--- src/bpPkg.sv ---
/*
 * Branch predictor shared definitions
 * Opcodes, two-bit counter encoding, reset PC and the
 * B-type/J-type view of one instruction word
 */
`default_nettype none

package bpPkg;

    localparam logic [6:0] OP_BRANCH = 7'b1100011;
    localparam logic [6:0] OP_JAL    = 7'b1101111;

    // Saturating counter states, prediction is the top bit
    localparam logic [1:0] CNT_STRONG_NT = 2'b00;
    localparam logic [1:0] CNT_WEAK_NT   = 2'b01;
    localparam logic [1:0] CNT_WEAK_T    = 2'b10;
    localparam logic [1:0] CNT_STRONG_T  = 2'b11;

    localparam logic [31:0] RESET_PC = 32'h0000_0000;

    typedef union packed {
        struct packed {
            logic       imm12;
            logic [5:0] imm10_5;
            logic [4:0] rs2;
            logic [4:0] rs1;
            logic [2:0] funct3;
            logic [3:0] imm4_1;
            logic       imm11;
            logic [6:0] opcode;
        } bType;
        struct packed {
            logic       imm20;
            logic [9:0] imm10_1;
            logic       imm11;
            logic [7:0] imm19_12;
            logic [4:0] rd;
            logic [6:0] opcode;
        } jType;
    } brFormat_u;

endpackage

`default_nettype wire

--- src/bpIfaces.sv ---
/*
 * Pipeline bundles for the branch predicting front end
 * stageBus moves one instruction between stages,
 * trainBus carries resolved outcomes to the predictor tables
 */
`timescale 1ns/10ps
`default_nettype none

interface stageBus #(
    parameter int PHT_ENTRIES = 1024
);
    localparam int IDX_BITS = $clog2(PHT_ENTRIES);

    logic                valid;
    logic [31:0]         pc;
    logic [31:0]         instr;
    logic                actualTaken;
    logic                predTaken;
    logic [31:0]         predTarget;
    logic [IDX_BITS-1:0] phtIndex;
    // Computed branch or jump target, valid from decode onward
    logic [31:0]         target;

    modport sender (output valid, pc, instr, actualTaken, predTaken, predTarget,
                    phtIndex, target);
    modport receiver (input valid, pc, instr, actualTaken, predTaken, predTarget,
                      phtIndex, target);
endinterface


`default_nettype wire

--- src/fetchStage.sv ---
/*
 * Fetch stage
 * Program counter, prediction from BTB and PHT lookups,
 * next-PC selection and launch of the strobed instruction
 */
`timescale 1ns/10ps
`default_nettype none

module fetchStage #(
    parameter int PHT_ENTRIES = 1024
) (
    input  wire logic                           clk,
    input  wire logic                           reset,
    input  wire logic                           instrValid_i,
    input  wire logic [31:0]                    instr_i,
    input  wire logic                           actualTaken_i,
    input  wire logic                           btbHit_i,
    input  wire logic [31:0]                    btbTarget_i,
    input  wire logic                           btbIsBranch_i,
    input  wire logic                           phtTaken_i,
    input  wire logic [$clog2(PHT_ENTRIES)-1:0] phtIndex_i,
    input  wire logic                           redirectValid_i,
    input  wire logic [31:0]                    redirectPc_i,
    output logic [31:0]                         pc_o,
    output logic                                predTaken_o,
    output logic [31:0]                         predTarget_o,
    stageBus.sender                             outBus
);
    import bpPkg::*;

    logic [31:0] pc;
    logic [31:0] pcPlus4;
    logic [31:0] pcNext;

    assign pcPlus4 = pc + 32'd4;

    // Jumps always taken, branches follow the counter
    assign predTaken_o  = btbHit_i && (!btbIsBranch_i || phtTaken_i);
    assign predTarget_o = btbTarget_i;
    assign pc_o         = pc;

    always_comb begin
        if (redirectValid_i) begin
            pcNext = redirectPc_i;
        end else if (!instrValid_i) begin
            pcNext = pc;
        end else if (predTaken_o) begin
            pcNext = btbTarget_i;
        end else begin
            pcNext = pcPlus4;
        end
    end

    always_ff @(posedge clk) begin
        if (reset) begin
            pc <= RESET_PC;
        end else begin
            pc <= pcNext;
        end
    end

    assign outBus.valid       = instrValid_i;
    assign outBus.pc          = pc;
    assign outBus.instr       = instr_i;
    assign outBus.actualTaken = actualTaken_i;
    assign outBus.predTaken   = predTaken_o;
    assign outBus.predTarget  = btbTarget_i;
    assign outBus.phtIndex    = phtIndex_i;
    assign outBus.target      = '0;

    // BTB targets and redirects keep the PC aligned
    pcAligned: assert property (@(posedge clk) disable iff (reset)
        pc[1:0] == 2'b00 |=> pc[1:0] == 2'b00);

endmodule

`default_nettype wire

--- src/flat_wrapper.sv ---
// flat-port wrapper written by rule: the top's interface ports become plain ports
module fetchStage_flat import bpPkg::*;
#(
    parameter int PHT_ENTRIES = 1024
)
  (clk, reset, instrValid_i, instr_i, actualTaken_i, btbHit_i, btbTarget_i, btbIsBranch_i, phtTaken_i, phtIndex_i, redirectValid_i, redirectPc_i, pc_o, predTaken_o, predTarget_o, outBus_valid, outBus_pc, outBus_instr, outBus_actualTaken, outBus_predTaken, outBus_predTarget, outBus_phtIndex, outBus_target);
  stageBus #(.PHT_ENTRIES(PHT_ENTRIES)) outBus_i ();
  input  wire logic clk;
  input  wire logic reset;
  input  wire logic instrValid_i;
  input  wire logic [31:0] instr_i;
  input  wire logic actualTaken_i;
  input  wire logic btbHit_i;
  input  wire logic [31:0] btbTarget_i;
  input  wire logic btbIsBranch_i;
  input  wire logic phtTaken_i;
  input  wire logic [$clog2(PHT_ENTRIES)-1:0] phtIndex_i;
  input  wire logic redirectValid_i;
  input  wire logic [31:0] redirectPc_i;
  output logic [31:0] pc_o;
  output logic predTaken_o;
  output logic [31:0] predTarget_o;
  output wire logic [$bits(outBus_i.valid)-1:0] outBus_valid;
  output wire logic [$bits(outBus_i.pc)-1:0] outBus_pc;
  output wire logic [$bits(outBus_i.instr)-1:0] outBus_instr;
  output wire logic [$bits(outBus_i.actualTaken)-1:0] outBus_actualTaken;
  output wire logic [$bits(outBus_i.predTaken)-1:0] outBus_predTaken;
  output wire logic [$bits(outBus_i.predTarget)-1:0] outBus_predTarget;
  output wire logic [$bits(outBus_i.phtIndex)-1:0] outBus_phtIndex;
  output wire logic [$bits(outBus_i.target)-1:0] outBus_target;
  assign outBus_valid = outBus_i.valid;
  assign outBus_pc = outBus_i.pc;
  assign outBus_instr = outBus_i.instr;
  assign outBus_actualTaken = outBus_i.actualTaken;
  assign outBus_predTaken = outBus_i.predTaken;
  assign outBus_predTarget = outBus_i.predTarget;
  assign outBus_phtIndex = outBus_i.phtIndex;
  assign outBus_target = outBus_i.target;
  fetchStage #(.PHT_ENTRIES(PHT_ENTRIES)) u_core (.clk(clk), .reset(reset), .instrValid_i(instrValid_i), .instr_i(instr_i), .actualTaken_i(actualTaken_i), .btbHit_i(btbHit_i), .btbTarget_i(btbTarget_i), .btbIsBranch_i(btbIsBranch_i), .phtTaken_i(phtTaken_i), .phtIndex_i(phtIndex_i), .redirectValid_i(redirectValid_i), .redirectPc_i(redirectPc_i), .pc_o(pc_o), .predTaken_o(predTaken_o), .predTarget_o(predTarget_o), .outBus(outBus_i));
endmodule
--- config.mk ---
export PLATFORM = sky130hd
export DESIGN_NAME = fetchStage_flat
export DESIGN_NICKNAME = d
export VERILOG_FILES = /design/src/bpPkg.sv /design/src/bpIfaces.sv /design/src/fetchStage.sv /design/src/flat_wrapper.sv
export SDC_FILE = /design/constraint.sdc
export NUM_CORES = 1
export LEC_CHECK = 0
export BUFFER_PORTS_ARGS = -buffer_cell sky130_fd_sc_hd__buf_2
export CORE_AREA = 2 2 124 126
export DETAILED_ROUTE_END_ITERATION = 8
export DIE_AREA = 0 0 126 128
export PLACE_DENSITY = 0.55
export SYNTH_ARGS = -nofsm -noshare
export SYNTH_HDL_FRONTEND = slang
export SYNTH_SLANG_ARGS = --single-unit
export TNS_END_PERCENT = 20
--- constraint.sdc ---
create_clock -name clk -period 1.6 [get_ports clk]
set_clock_uncertainty 0.15 [all_clocks]
set_input_delay 0.4 -clock clk [delete_from_list [all_inputs] [get_ports clk]]
set_output_delay 0.4 -clock clk [all_outputs]
set_load 0.05 [all_outputs]
== Word-level counts from Yosys, hierarchy flattened ==
Cells that the tools add are included.

* Latch bits: 0
* Input bits: 114
* Flip-flop bits (word level): 32
* Output and inout port bits: 206
* Bits in writable memories: 0
* ROM bits: 0
* Memories: 0
* Logic and storage cells: 9

* $lt $le $gt $ge: 0
* Shift operators: 0
* Reduce and logical (&&, ||, !) cells: 4
* $add $sub $neg: 1
* Equal/unequal tests: 0
* Multiply operators: 0
* Mux-type cells: 3
* Div/mod/pow operators: 0
* Bitwise operators: 0

{| class="wikitable"
|+ Operators by type and width
! cell !! count
|-
| 32-bit 2-to-1 mux || 3
|-
| 32-bit by 3-bit adder with 32-bit output (second input constant) || 1
|-
| 2-bit nonzero test || 1
|-
| 1-bit logical AND || 1
|-
| 1-bit zero test || 1
|-
| 1-bit logical OR || 1
|}

== Longest topological paths before layout ==
Gate-level depths: netlist of run 1.

* Depth after elaboration: 6
* Depth in mapped cells: 7

== Worst setup path before layout of run 1 ==
Ideal clock, no wire load.

* Path type: in2out
* Start: input port phtTaken_i
* End: output port predTaken_o
* Path buffers: 2
* Setup slack: -0.692 ns
* Arrival: 1.742 ns
* Stages: 5
* Cell sequence: nand2b_1 nand2_2 inv_2 clkbuf_1 buf_4

* Word-level cells in the longest chain between the ends: 2

{| class="wikitable"
|+ RTL lines
! what !! line !! RTL
|-
| start, declared || flat_wrapper.sv:16 || <nowiki>input wire logic phtTaken_i;</nowiki>
|-
| 1-bit logical OR || fetchStage.sv:38 || <nowiki>assign predTaken_o = btbHit_i && (!btbIsBranch_i || phtTaken_i);</nowiki>
|-
| 1-bit logical AND || fetchStage.sv:38 ||
|-
| end, declared || flat_wrapper.sv:21 || <nowiki>output logic predTaken_o;</nowiki>
|}

No other way between the ends.

== Final worst setup path of run 1 ==
* Start: register u_core.pc[6], in the netlist u_core.outBus.pc[6]
* End: register u_core.pc[30], in the netlist u_core.outBus.pc[30]

* Word-level cells in the longest chain between the ends: 4

{| class="wikitable"
|+ RTL lines
! what !! line !! RTL
|-
| start, declared || fetchStage.sv:31 || <nowiki>logic [31:0] pc;</nowiki>
|-
| start signal, assigned || fetchStage.sv:58 || <nowiki>pc <= pcNext;</nowiki>
|-
| 32-bit by 3-bit adder with 32-bit output || fetchStage.sv:35 || <nowiki>assign pcPlus4 = pc + 32'd4;</nowiki>
|-
| 32-bit 2-to-1 mux || fetchStage.sv:47 || <nowiki>end else if (predTaken_o) begin</nowiki>
|-
| 32-bit 2-to-1 mux || fetchStage.sv:45 || <nowiki>end else if (!instrValid_i) begin</nowiki>
|-
| 32-bit 2-to-1 mux || fetchStage.sv:43 || <nowiki>if (redirectValid_i) begin</nowiki>
|}

No other way between the ends. The select of a mux whose other input is x is not followed.
A chain may end at the register's enable or synchronous reset.

==> results.yml, run 1 <==
critical_path:
  r2r-start: "u_core.outBus.pc[6]$_SDFFE_PP0P_"
  r2r_cells: 6
  arrival_ns: 1.68
  regToRegSetupSlack_ns: -0.07
  cp-end-kind: "flip-flop"
  required_ns: 1.61
  crit_type: "flip-flop to flip-flop"
  cp_max_fo: 6
  worstReg2RegEnd: "u_core.outBus.pc[30]$_SDFFE_PP0P_"
  cp-start-kind: "flip-flop"
logic_synthesis:
  ys_ff_latch: 32
  synthTopCellsByCount: "buf_4, nand2_1, dfxtp_1"
  synth.top_cell.area_share: 0.355
  yosysWarnings: 0
  synthesis.instances: 484
  syn-cell-area_um2: 3660
  synthTopCellsByArea: "buf_4, dfxtp_1, xnor2_1, o22ai_1, nand2_1"
  ys_seq_area_frac: 0.175
  synth.largest_area_cell: "buf_4"
  ys.flop_type: "dfxtp_1"
  synth_most_common_cell: "buf_4"
  synthArstFlopShare: 0
  avgSynthCellArea_um2: 7.57
  ys_types: 53
  synth_edf_count: 0
placement:
  io_buffers: 201
  place_area_um2: 4320
  hpwl_um: 9680
  routabilityCongestion: 0.826
  dpl.cell_count: 769
clocking:
  h-tree-depth: 2
  insertion_delay_ns: 0.28
  clockBufferDepth: 2
  path_clk_slew_ns: 0.06
  cts_buffers: 5
  numClockSinks: 32
  cts_tree: "done"
  cts_root_buf: "clkbuf_16"
final_layout:
  largest_reg_flops: 32
  utilization: 0.325
  nets: 714
  finish.instance_area_um2: 4830
  reg.largest.list: "u_core.outBus.pc: 32 flops"
  drive_above_1_share: 0.583
  fillers: 1603
  finalNonFillerCells: 789
  top_register: "u_core.outBus.pc"
  areaGrowthSynthToFinish_pct: 31.8
route:
  viasPerCell: 4.49
  drtIter0Drc: 132
  dr_total_vias: 3545
  wl_um: 12400
  wl_per_cell_um: 15.7
  first_pass_iters: 4
  drtAntennaViolNets: 0
  post-route-drc-count: 0
sta:
  fin_crit_ns: 1.67
  finalSetupViolCount: 14
  period_share: 1.04
  rsz0062_at_grt: "yes"
  final.setup.tns_ns: -0.282
  setup_slack_ns: -0.0677
  hold_viol_final: 0
  max_freq_mhz: 600
  drv_slew: 0
global_routing:
  track_usage: 0.143
  grt_overflow: 0
  grt_pass1_vias: 3128
  antenna_found_initial: 2
  grt_pass1_wl_um: 18100
  grt_max_degree: 35
run_status:
  outcome: "finished, violations left"
  violations: "negative setup slack"
floorplan:
  num_rows: 45
  die_x_um: 126
  initial_core_util: 0.246
  boundaryPins: 320
  core_area_um2: 14900
  fp.dieH_um: 128
  dieArea_um2: 16100
worst_hold_path:
  min_delay_path_depth: 3
  min-delay-start: "redirectPc_i[6]"
  hp-class: "input pin to flip-flop"
  hold_path_end: "u_core.outBus.pc[6]$_SDFFE_PP0P_"
power:
  p_per_area_nw_per_um2: 775
  power_mw: 3.74
  p_leak_nw: 2.38
  vdd_ir_drop_max_v: 0.000351
run:
  drv_cap: 0
cell families (layout without fill, tap and decap cells):
group                      count (synthesis)  in the layout  share of synthesized area
buffers and inverters                    218            302                      0.403
and+or+nand+nor                          119            120                      0.187
AOI/OAI and AO/OA                         82             82                      0.152
DFF                                       32             32                      0.175
xor gates and xnor gates                  19             19                     0.0454
muxes                                     12             12                     0.0331
adders and majority gates                  1              1                    0.00342
other                                      1             33                    0.00102
worst max-delay path, cell delays in order (launching register included):
cell	delay, ns
dfxtp_4	0.35
and4_4	0.29
nand3_4	0.15
buf_6	0.17
nor4_4	0.21
xnor2_1	0.15
o22ai_1	0.08
metal layers:
| layer | global-route usage | vias up | routed length, um |
|---|---|---|---|
| li1 | - | 1716 | - |
| met1 | 0.191 | 1593 | 5220 |
| met2 | 0.240 | 208 | 5920 |
| met3 | 0.0246 | 26 | 965 |
| met4 | 0.0375 | 2 | 235 |
| met5 | 0 | - | 13 |
how the worst max path moves through the flow:
stage / startpoint / endpoint / slack (ns)
floorplan: u_core.outBus.pc[18]$_SDFFE_PP0P_ / u_core.outBus.pc[28]$_SDFFE_PP0P_ / -0.14
global placement: u_core.outBus.pc[17]$_SDFFE_PP0P_ / u_core.outBus.pc[23]$_SDFFE_PP0P_ / -0.14
detailed placement: u_core.outBus.pc[2]$_SDFFE_PP0P_ / u_core.outBus.pc[26]$_SDFFE_PP0P_ / -0.17
CTS: u_core.outBus.pc[2]$_SDFFE_PP0P_ / u_core.outBus.pc[26]$_SDFFE_PP0P_ / -0.08
global route: u_core.outBus.pc[3]$_SDFFE_PP0P_ / u_core.outBus.pc[16]$_SDFFE_PP0P_ / -0.13
finish: u_core.outBus.pc[6]$_SDFFE_PP0P_ / u_core.outBus.pc[30]$_SDFFE_PP0P_ / -0.07
per-stage QoR:
step | hold WS, ns | setup slack, ns
6_report | 0.205 | -0.0677
2_1_floorplan | 0.384 | -0.137
3_5_place_dp | 0.378 | -0.165
5_1_grt | 0.211 | -0.131
3_3_place_gp | 0.377 | -0.143
4_1_cts | 0.199 | -0.0799
power by group:
| group | internal [mW] | switching (mW) | leakage [nW] |
|---|---|---|---|
| combinational | 0.507 | 1.34 | 2.03 |
| sequential | 0.852 | 0.0500 | 0.281 |
| clock | 0.620 | 0.376 | 0.0701 |
| total | 1.98 | 1.76 | 2.38 |
timing repair:
| action | in CTS | in global routing |
|---|---|---|
| cloned | 0 | 1 |
| resized for setup | 35 | 45 |
| setup endpoints to repair | 27 | 45 |
| hold buffers | 0 | 0 |
| pin swaps | 14 | 20 |
| setup buffers | 2 | 9 |
placed cells by master, fill, tap and decap left out, types with 8 or more instances in the layout:
| cell | instances |
|---|---|
| clkbuf_4 | 14 |
| mux2i_1 | 11 |
| buf_4 | 66 |
| nor2_1 | 14 |
| o21ai_0 | 15 |
| buf_2 | 173 |
| dfxtp_4 | 23 |
| inv_1 | 20 |
| o221ai_1 | 12 |
| nand4_1 | 8 |
| nand3_1 | 13 |
| buf_6 | 14 |
| conb_1 | 32 |
| o22ai_1 | 21 |
| a21oi_1 | 10 |
| nand2_1 | 34 |
| xnor2_1 | 17 |
final cells by class:
cell class,instances,area [um^2],share of cell area
Clock buffer,7,143,0.0295
Tap cell,188,235,0.0487
Timing Repair Buffer,273,1740,0.361
Clock inverter,1,7.51,0.00156
Inverter,21,83.8,0.0174
Antenna cell,1,2.50,0.000518
Sequential cell,32,733,0.152
Multi-Input combinational cell,266,1880,0.389
(Power assumes the default switching activity.)
==> run 2: changes to the inputs <==
==> constraint.sdc (replaced) <==
create_clock -name clk -period 1.4 [get_ports clk]
set_clock_uncertainty 0.15 [all_clocks]
set_input_delay 0.35 -clock clk [delete_from_list [all_inputs] [get_ports clk]]
set_output_delay 0.35 -clock clk [all_outputs]
set_load 0.05 [all_outputs]
==> run 2 against run 1 <==
The flow still finishes with violations (negative setup slack). First-iteration DRC count decreased by 8.3%. Hold slack got worse by 0.033 ns. Critical path depth unchanged. Combinational power increased by 29%. Wire length increased by 2.1%. Maximum frequency decreased by 1.9%. Sequential power increased by 15%.
==> results.yml, run 2 (synthesis gave the netlist of run 1 again) <==
critical_path:
  regToRegSetupSlack_ns: -0.30
  required_ns: 1.41
  arrival_ns: 1.71
  cp-end-kind: "flip-flop"
  r2r-start: "u_core.outBus.pc[3]$_SDFFE_PP0P_"
  cp-start-kind: "flip-flop"
  cp_max_fo: 6
  crit_type: "flip-flop to flip-flop"
  crit_buf_inv: 0
  critPathTopFamily: "simple AND/OR/NAND/NOR gates"
  crit_slowest_cell: "dfxtp_4"
  slowest_delay_ns: 0.36
  path_cells: "ha_4, and2_4, nand2_4, nor3_2, a2111o_1, and3_1"
  r2r_cells: 6
  worstReg2RegEnd: "u_core.outBus.pc[24]$_SDFFE_PP0P_"
route:
  drtIter0Drc: 121
  post-route-drc-count: 0
  wl_per_cell_um: 15.7
  drtAntennaViolNets: 0
  dr_total_vias: 3627
  wl_um: 12600
  viasPerCell: 4.52
  first_pass_iters: 5
floorplan:
  fp.dieH_um: 128
  initial_core_util: 0.246
  dieArea_um2: 16100
  boundaryPins: 320
  die_x_um: 126
  core_area_um2: 14900
  num_rows: 45
final_layout:
  utilization: 0.365
  nets: 729
  mostFrequentLayoutCell: "buf_2"
  layout_common_cells: "buf_2, buf_4, buf_6"
  reg.largest.list: "u_core.outBus.pc: 32 flops"
  top_register: "u_core.outBus.pc"
  multiInputGateArea_um2: 1910
  largest_reg_flops: 32
  final-seq-area_um2: 737
  fillers: 1553
  areaGrowthSynthToFinish_pct: 48.2
  diodes: 0
  drive_above_1_share: 0.602
global_routing:
  track_usage: 0.148
  grt_pass1_wl_um: 18700
  grt_pass1_vias: 3296
  grt_max_degree: 27
  grt_overflow: 0
  antenna_found_initial: 0
sta:
  setup_slack_ns: -0.299
  period_share: 1.21
  finalSetupViolCount: 70
  drv_slew: 0
  fin_crit_ns: 1.70
  max_freq_mhz: 588
  hold_viol_final: 0
  rsz0062_at_grt: "yes"
clocking:
  insertion_delay_ns: 0.28
  hold_buffers: 0
  cts_buffers: 5
  cts_tree: "done"
  clockBufferDepth: 2
  numClockSinks: 32
  cts_root_buf: "clkbuf_16"
  path_clk_slew_ns: 0.06
  h-tree-depth: 2
power:
  p_per_area_nw_per_um2: 835
  vdd_ir_drop_max_v: 0.000397
  p_leak_nw: 2.57
  power_mw: 4.53
worst_hold_path:
  hp-class: "input pin to flip-flop"
  hold_path_end: "u_core.outBus.pc[9]$_SDFFE_PP0P_"
  min-delay-start: "redirectPc_i[9]"
  min_delay_path_depth: 3
run_status:
  outcome: "finished, violations left"
  violations: "negative setup slack"
run:
  drv_cap: 0
placement:
  place_ws_ns: -0.409
  io_buffers: 201
  routabilityCongestion: 0.800
  hpwl_um: 9990
[run 2: cell types whose count changed in the layout (fill, tap and decap cells not counted), sizes merged]
cell      change
clkinvlp      -1
nand3         -1
clkbuf       -15
clkinv        +2
diode         -1
buf          +30
[run 2: area by class of cell]
type | count | area share
timing repair buffer | 289 | 0.426
multi-input combinational | 265 | 0.353
sequential | 32 | 0.136
tap | 188 | 0.0433
clock buffer | 6 | 0.0256
inverter | 21 | 0.0150
clock inverter | 2 | 0.00184
[run 2: layer usage]
layer  GRT usage  share of wire  routed length (um)
met3      0.0321          0.066                 838
met4      0.0291         0.0098                 123
met1       0.190           0.42                5320
met5           0              0                   0
met2       0.255           0.50                6330
[run 2: timing repair]
item,4_1_cts,5_1_grt
endpoints found under the setup margin,98,90
pin swaps,14,13
gates cloned,0,0
buffers inserted,3,6
gates resized for setup,156,66
[run 2: worst max path at each step]
stage | startpoint | to | slack (ns) | cells after the start
2_1_floorplan | u_core.outBus.pc[18]$_SDFFE_PP0P_ | u_core.outBus.pc[28]$_SDFFE_PP0P_ | -0.34 | 5
3_3_place_gp | phtTaken_i | u_core.outBus.pc[28]$_SDFFE_PP0P_ | -0.38 | 7
3_5_place_dp | phtTaken_i | u_core.outBus.pc[28]$_SDFFE_PP0P_ | -0.41 | 7
4_1_cts | u_core.outBus.pc[3]$_SDFFE_PP0P_ | u_core.outBus.pc[24]$_SDFFE_PP0P_ | -0.29 | 6
5_1_grt | u_core.outBus.pc[6]$_SDFFE_PP0P_ | u_core.outBus.pc[20]$_SDFFE_PP0P_ | -0.36 | 6
6_report | u_core.outBus.pc[3]$_SDFFE_PP0P_ | u_core.outBus.pc[24]$_SDFFE_PP0P_ | -0.30 | 6
[run 2: metrics by stage]
step	hold slack (ns)	cell area (um^2)	instances	TNS [ns]
6_report	0.172	5430	803	-6.61
5_1_grt	0.181	5430	803	-10.64
4_1_cts	0.168	5120	797	-7.58
3_5_place_dp	0.368	4420	786	-11.04
3_3_place_gp	0.371	4420	786	-10.21
2_1_floorplan	0.334	3980	515	-8.68
[run 2: power by group]
part	switching (mW)	internal (mW)
clock network	0.414	0.701
logic	1.58	0.798
registers	0.0646	0.974
[run 2: worst min-delay path: cells and delay by family]
family          cells  cell delay [ns]
buf+inv             1             0.09
simple gates        1             0.05
compound gates      1             0.05
==> run 3: changes to the inputs <==
--- a/config.mk
+++ b/config.mk
@@ -9,6 +9,7 @@
 export CORE_AREA = 2 2 124 126
 export DETAILED_ROUTE_END_ITERATION = 8
 export DIE_AREA = 0 0 126 128
+export GPL_TIMING_DRIVEN = 0
 export PLACE_DENSITY = 0.55
 export SYNTH_ARGS = -nofsm -noshare
 export SYNTH_HDL_FRONTEND = slang
==> run 3 against run 2 <==
The flow still finishes with violations (negative setup slack). Hold slack got worse by 0.010 ns. Sequential cell count unchanged. Register-to-register slack got worse by 0.04 ns. Worst setup slack worse by 0.038 ns. Highest routed layer unchanged. Clock power increased by 13%. Cell area up 27%. Critical endpoint is now u_core.outBus.pc[31]$_SDFFE_PP0P_.
==> results.yml, run 3 (synthesis gave the netlist of run 1 again) <==
clocking:
  cts_root_buf: "clkbuf_16"
  cts_tree: "done"
  h-tree-depth: 2
  numClockSinks: 32
  cts_buffers: 5
  insertion_delay_ns: 0.28
  clockBufferDepth: 2
  hold_buffers: 0
  path_clk_slew_ns: 0.05
final_layout:
  fillers: 1497
  reg.largest.list: "u_core.outBus.pc: 32 flops"
  largest_reg_flops: 32
  areaGrowthSynthToFinish_pct: 88.1
  top_register: "u_core.outBus.pc"
  layout_common_cells: "buf_4, buf_2, buf_6"
  drive_above_1_share: 0.699
  nets: 930
  mostFrequentLayoutCell: "buf_4"
sta:
  rsz0062_at_grt: "yes"
  relSlewSlack: 0.541
  period_share: 1.24
  finalSetupViolCount: 72
  setup_slack_ns: -0.338
  holdWs_ns: 0.162
  drv_slew: 0
  tightestPinTransition_ns: 0.688
  max_freq_mhz: 575
  hold_viol_final: 0
  fin_crit_ns: 1.74
critical_path:
  cp_max_fo: 6
  cp-end-kind: "flip-flop"
  path_cells: "and4_4, nand3_4, buf_12, buf_12, nor3_4, a211oi_2, a211oi_2"
  arrival_ns: 1.78
  crit_slowest_cell: "dfxtp_4"
  required_ns: 1.45
  crit_type: "flip-flop to flip-flop"
  r2r_cells: 7
  slowest_delay_ns: 0.35
  cp-start-kind: "flip-flop"
route:
  drtAntennaViolNets: 0
  wl_per_cell_um: 15.3
  dr_total_vias: 4394
  viasPerCell: 4.37
  drtIter0Drc: 268
  first_pass_iters: 5
  wl_um: 15300
  post-route-drc-count: 0
power:
  vdd_ir_drop_max_v: 0.000378
  power_frac_seq: 0.200
  clockPowerShare: 0.236
  p_leak_nw: 3.58
  power_mw: 5.32
  p_sw_frac: 0.451
  p_int_mw: 2.92
  p_sw_mw: 2.40
  p_per_area_nw_per_um2: 772
  combinationalPowerShare: 0.564
worst_hold_path:
  hp-class: "input pin to flip-flop"
  min_delay_path_depth: 3
placement:
  hpwl_um: 11200
  routabilityCongestion: 0.735
  place_ws_ns: -0.806
  io_buffers: 242
floorplan:
  boundaryPins: 320
  fp.dieH_um: 128
  initial_core_util: 0.246
  die_x_um: 126
  core_area_um2: 14900
  dieArea_um2: 16100
  num_rows: 45
run_status:
  violations: "negative setup slack"
  outcome: "finished, violations left"
global_routing:
  grt_max_degree: 11
  grt_overflow: 0
  grt_pass1_vias: 4047
  antenna_found_initial: 1
  grt_pass1_wl_um: 22200
  track_usage: 0.174
run:
  drv_cap: 0
run 3: changes by cell type in the layout (fill, tap and decap cells not counted), sizes merged:
cell    change
buf       +179
bufinv      +1
clkbuf     +22
clkinv      -1
diode       +1
run 3: worst paths after layout:
path / startpoint / to / slack, ns
max: u_core.outBus.pc[7]$_SDFFE_PP0P_ / u_core.outBus.pc[31]$_SDFFE_PP0P_ / -0.34
max reg2reg: u_core.outBus.pc[7]$_SDFFE_PP0P_ / u_core.outBus.pc[31]$_SDFFE_PP0P_ / -0.34
min: redirectPc_i[4] / u_core.outBus.pc[4]$_SDFFE_PP0P_ / 0.16
min reg2reg: u_core.outBus.pc[0]$_SDFFE_PP0P_ / u_core.outBus.pc[0]$_SDFFE_PP0P_ / 0.35
run 3: stage by stage:
step                cell area, um^2  TNS, ns   util  instances
CTS                            6610    -9.25  0.444        995
floorplan                      3980    -8.68      -        515
detailed placement             5420   -24.33  0.365        945
finish                         6890    -9.09  0.464       1005
global placement               5420   -23.75  0.365        945
global route                   6890   -11.90  0.464       1005
run 3: cell type report:
cell class	instances	area, um^2	area share
tap	188	235	0.0341
inverter	21	83.8	0.0122
timing repair buffer	294	2150	0.313
sequential	32	753	0.109
clock inverter	2	35.0	0.00508
clock buffer	6	129	0.0187
multi-input combinational	265	1940	0.282
buffer	196	1560	0.226
antenna	1	2.50	0.000363
run 3: timing repair:
item                                    in CTS  in global routing
setup buffers                               43                  9
resized for setup                          214                 49
cloned                                       0                  0
pin swaps                                   35                 23
endpoints found under the setup margin      96                 87
run 3: worst max-delay path, delay by kind of cell (launching register included):
family | cells | cell delay (ns)
buffers and inverters | 2 | 0.29
AO/OA/AOI/OAI | 2 | 0.27
AND/OR/NAND/NOR | 3 | 0.59
flip-flops | 1 | 0.35
run 3: metal layers:
metal / vias to the layer above / part of all wire / track usage
li1: 2147 / - / -
met1: 1993 / 0.40 / 0.216
met2: 232 / 0.51 / 0.318
met3: 22 / 0.077 / 0.0321
met4: 0 / 0.013 / 0.0304
met5: - / 0 / 0
run 3: power groups by stage:
| stage | Clock, mW | Combinational, mW | Sequential [mW] |
|---|---|---|---|
| floorplan | 0 | 1.77 | 1.33 |
| global placement | 0 | 2.51 | 1.13 |
| detailed placement | 0 | 2.51 | 1.13 |
| CTS | 1.29 | 2.92 | 1.06 |
| global route | 1.33 | 3.13 | 1.08 |
| finish | 1.26 | 3.00 | 1.06 |
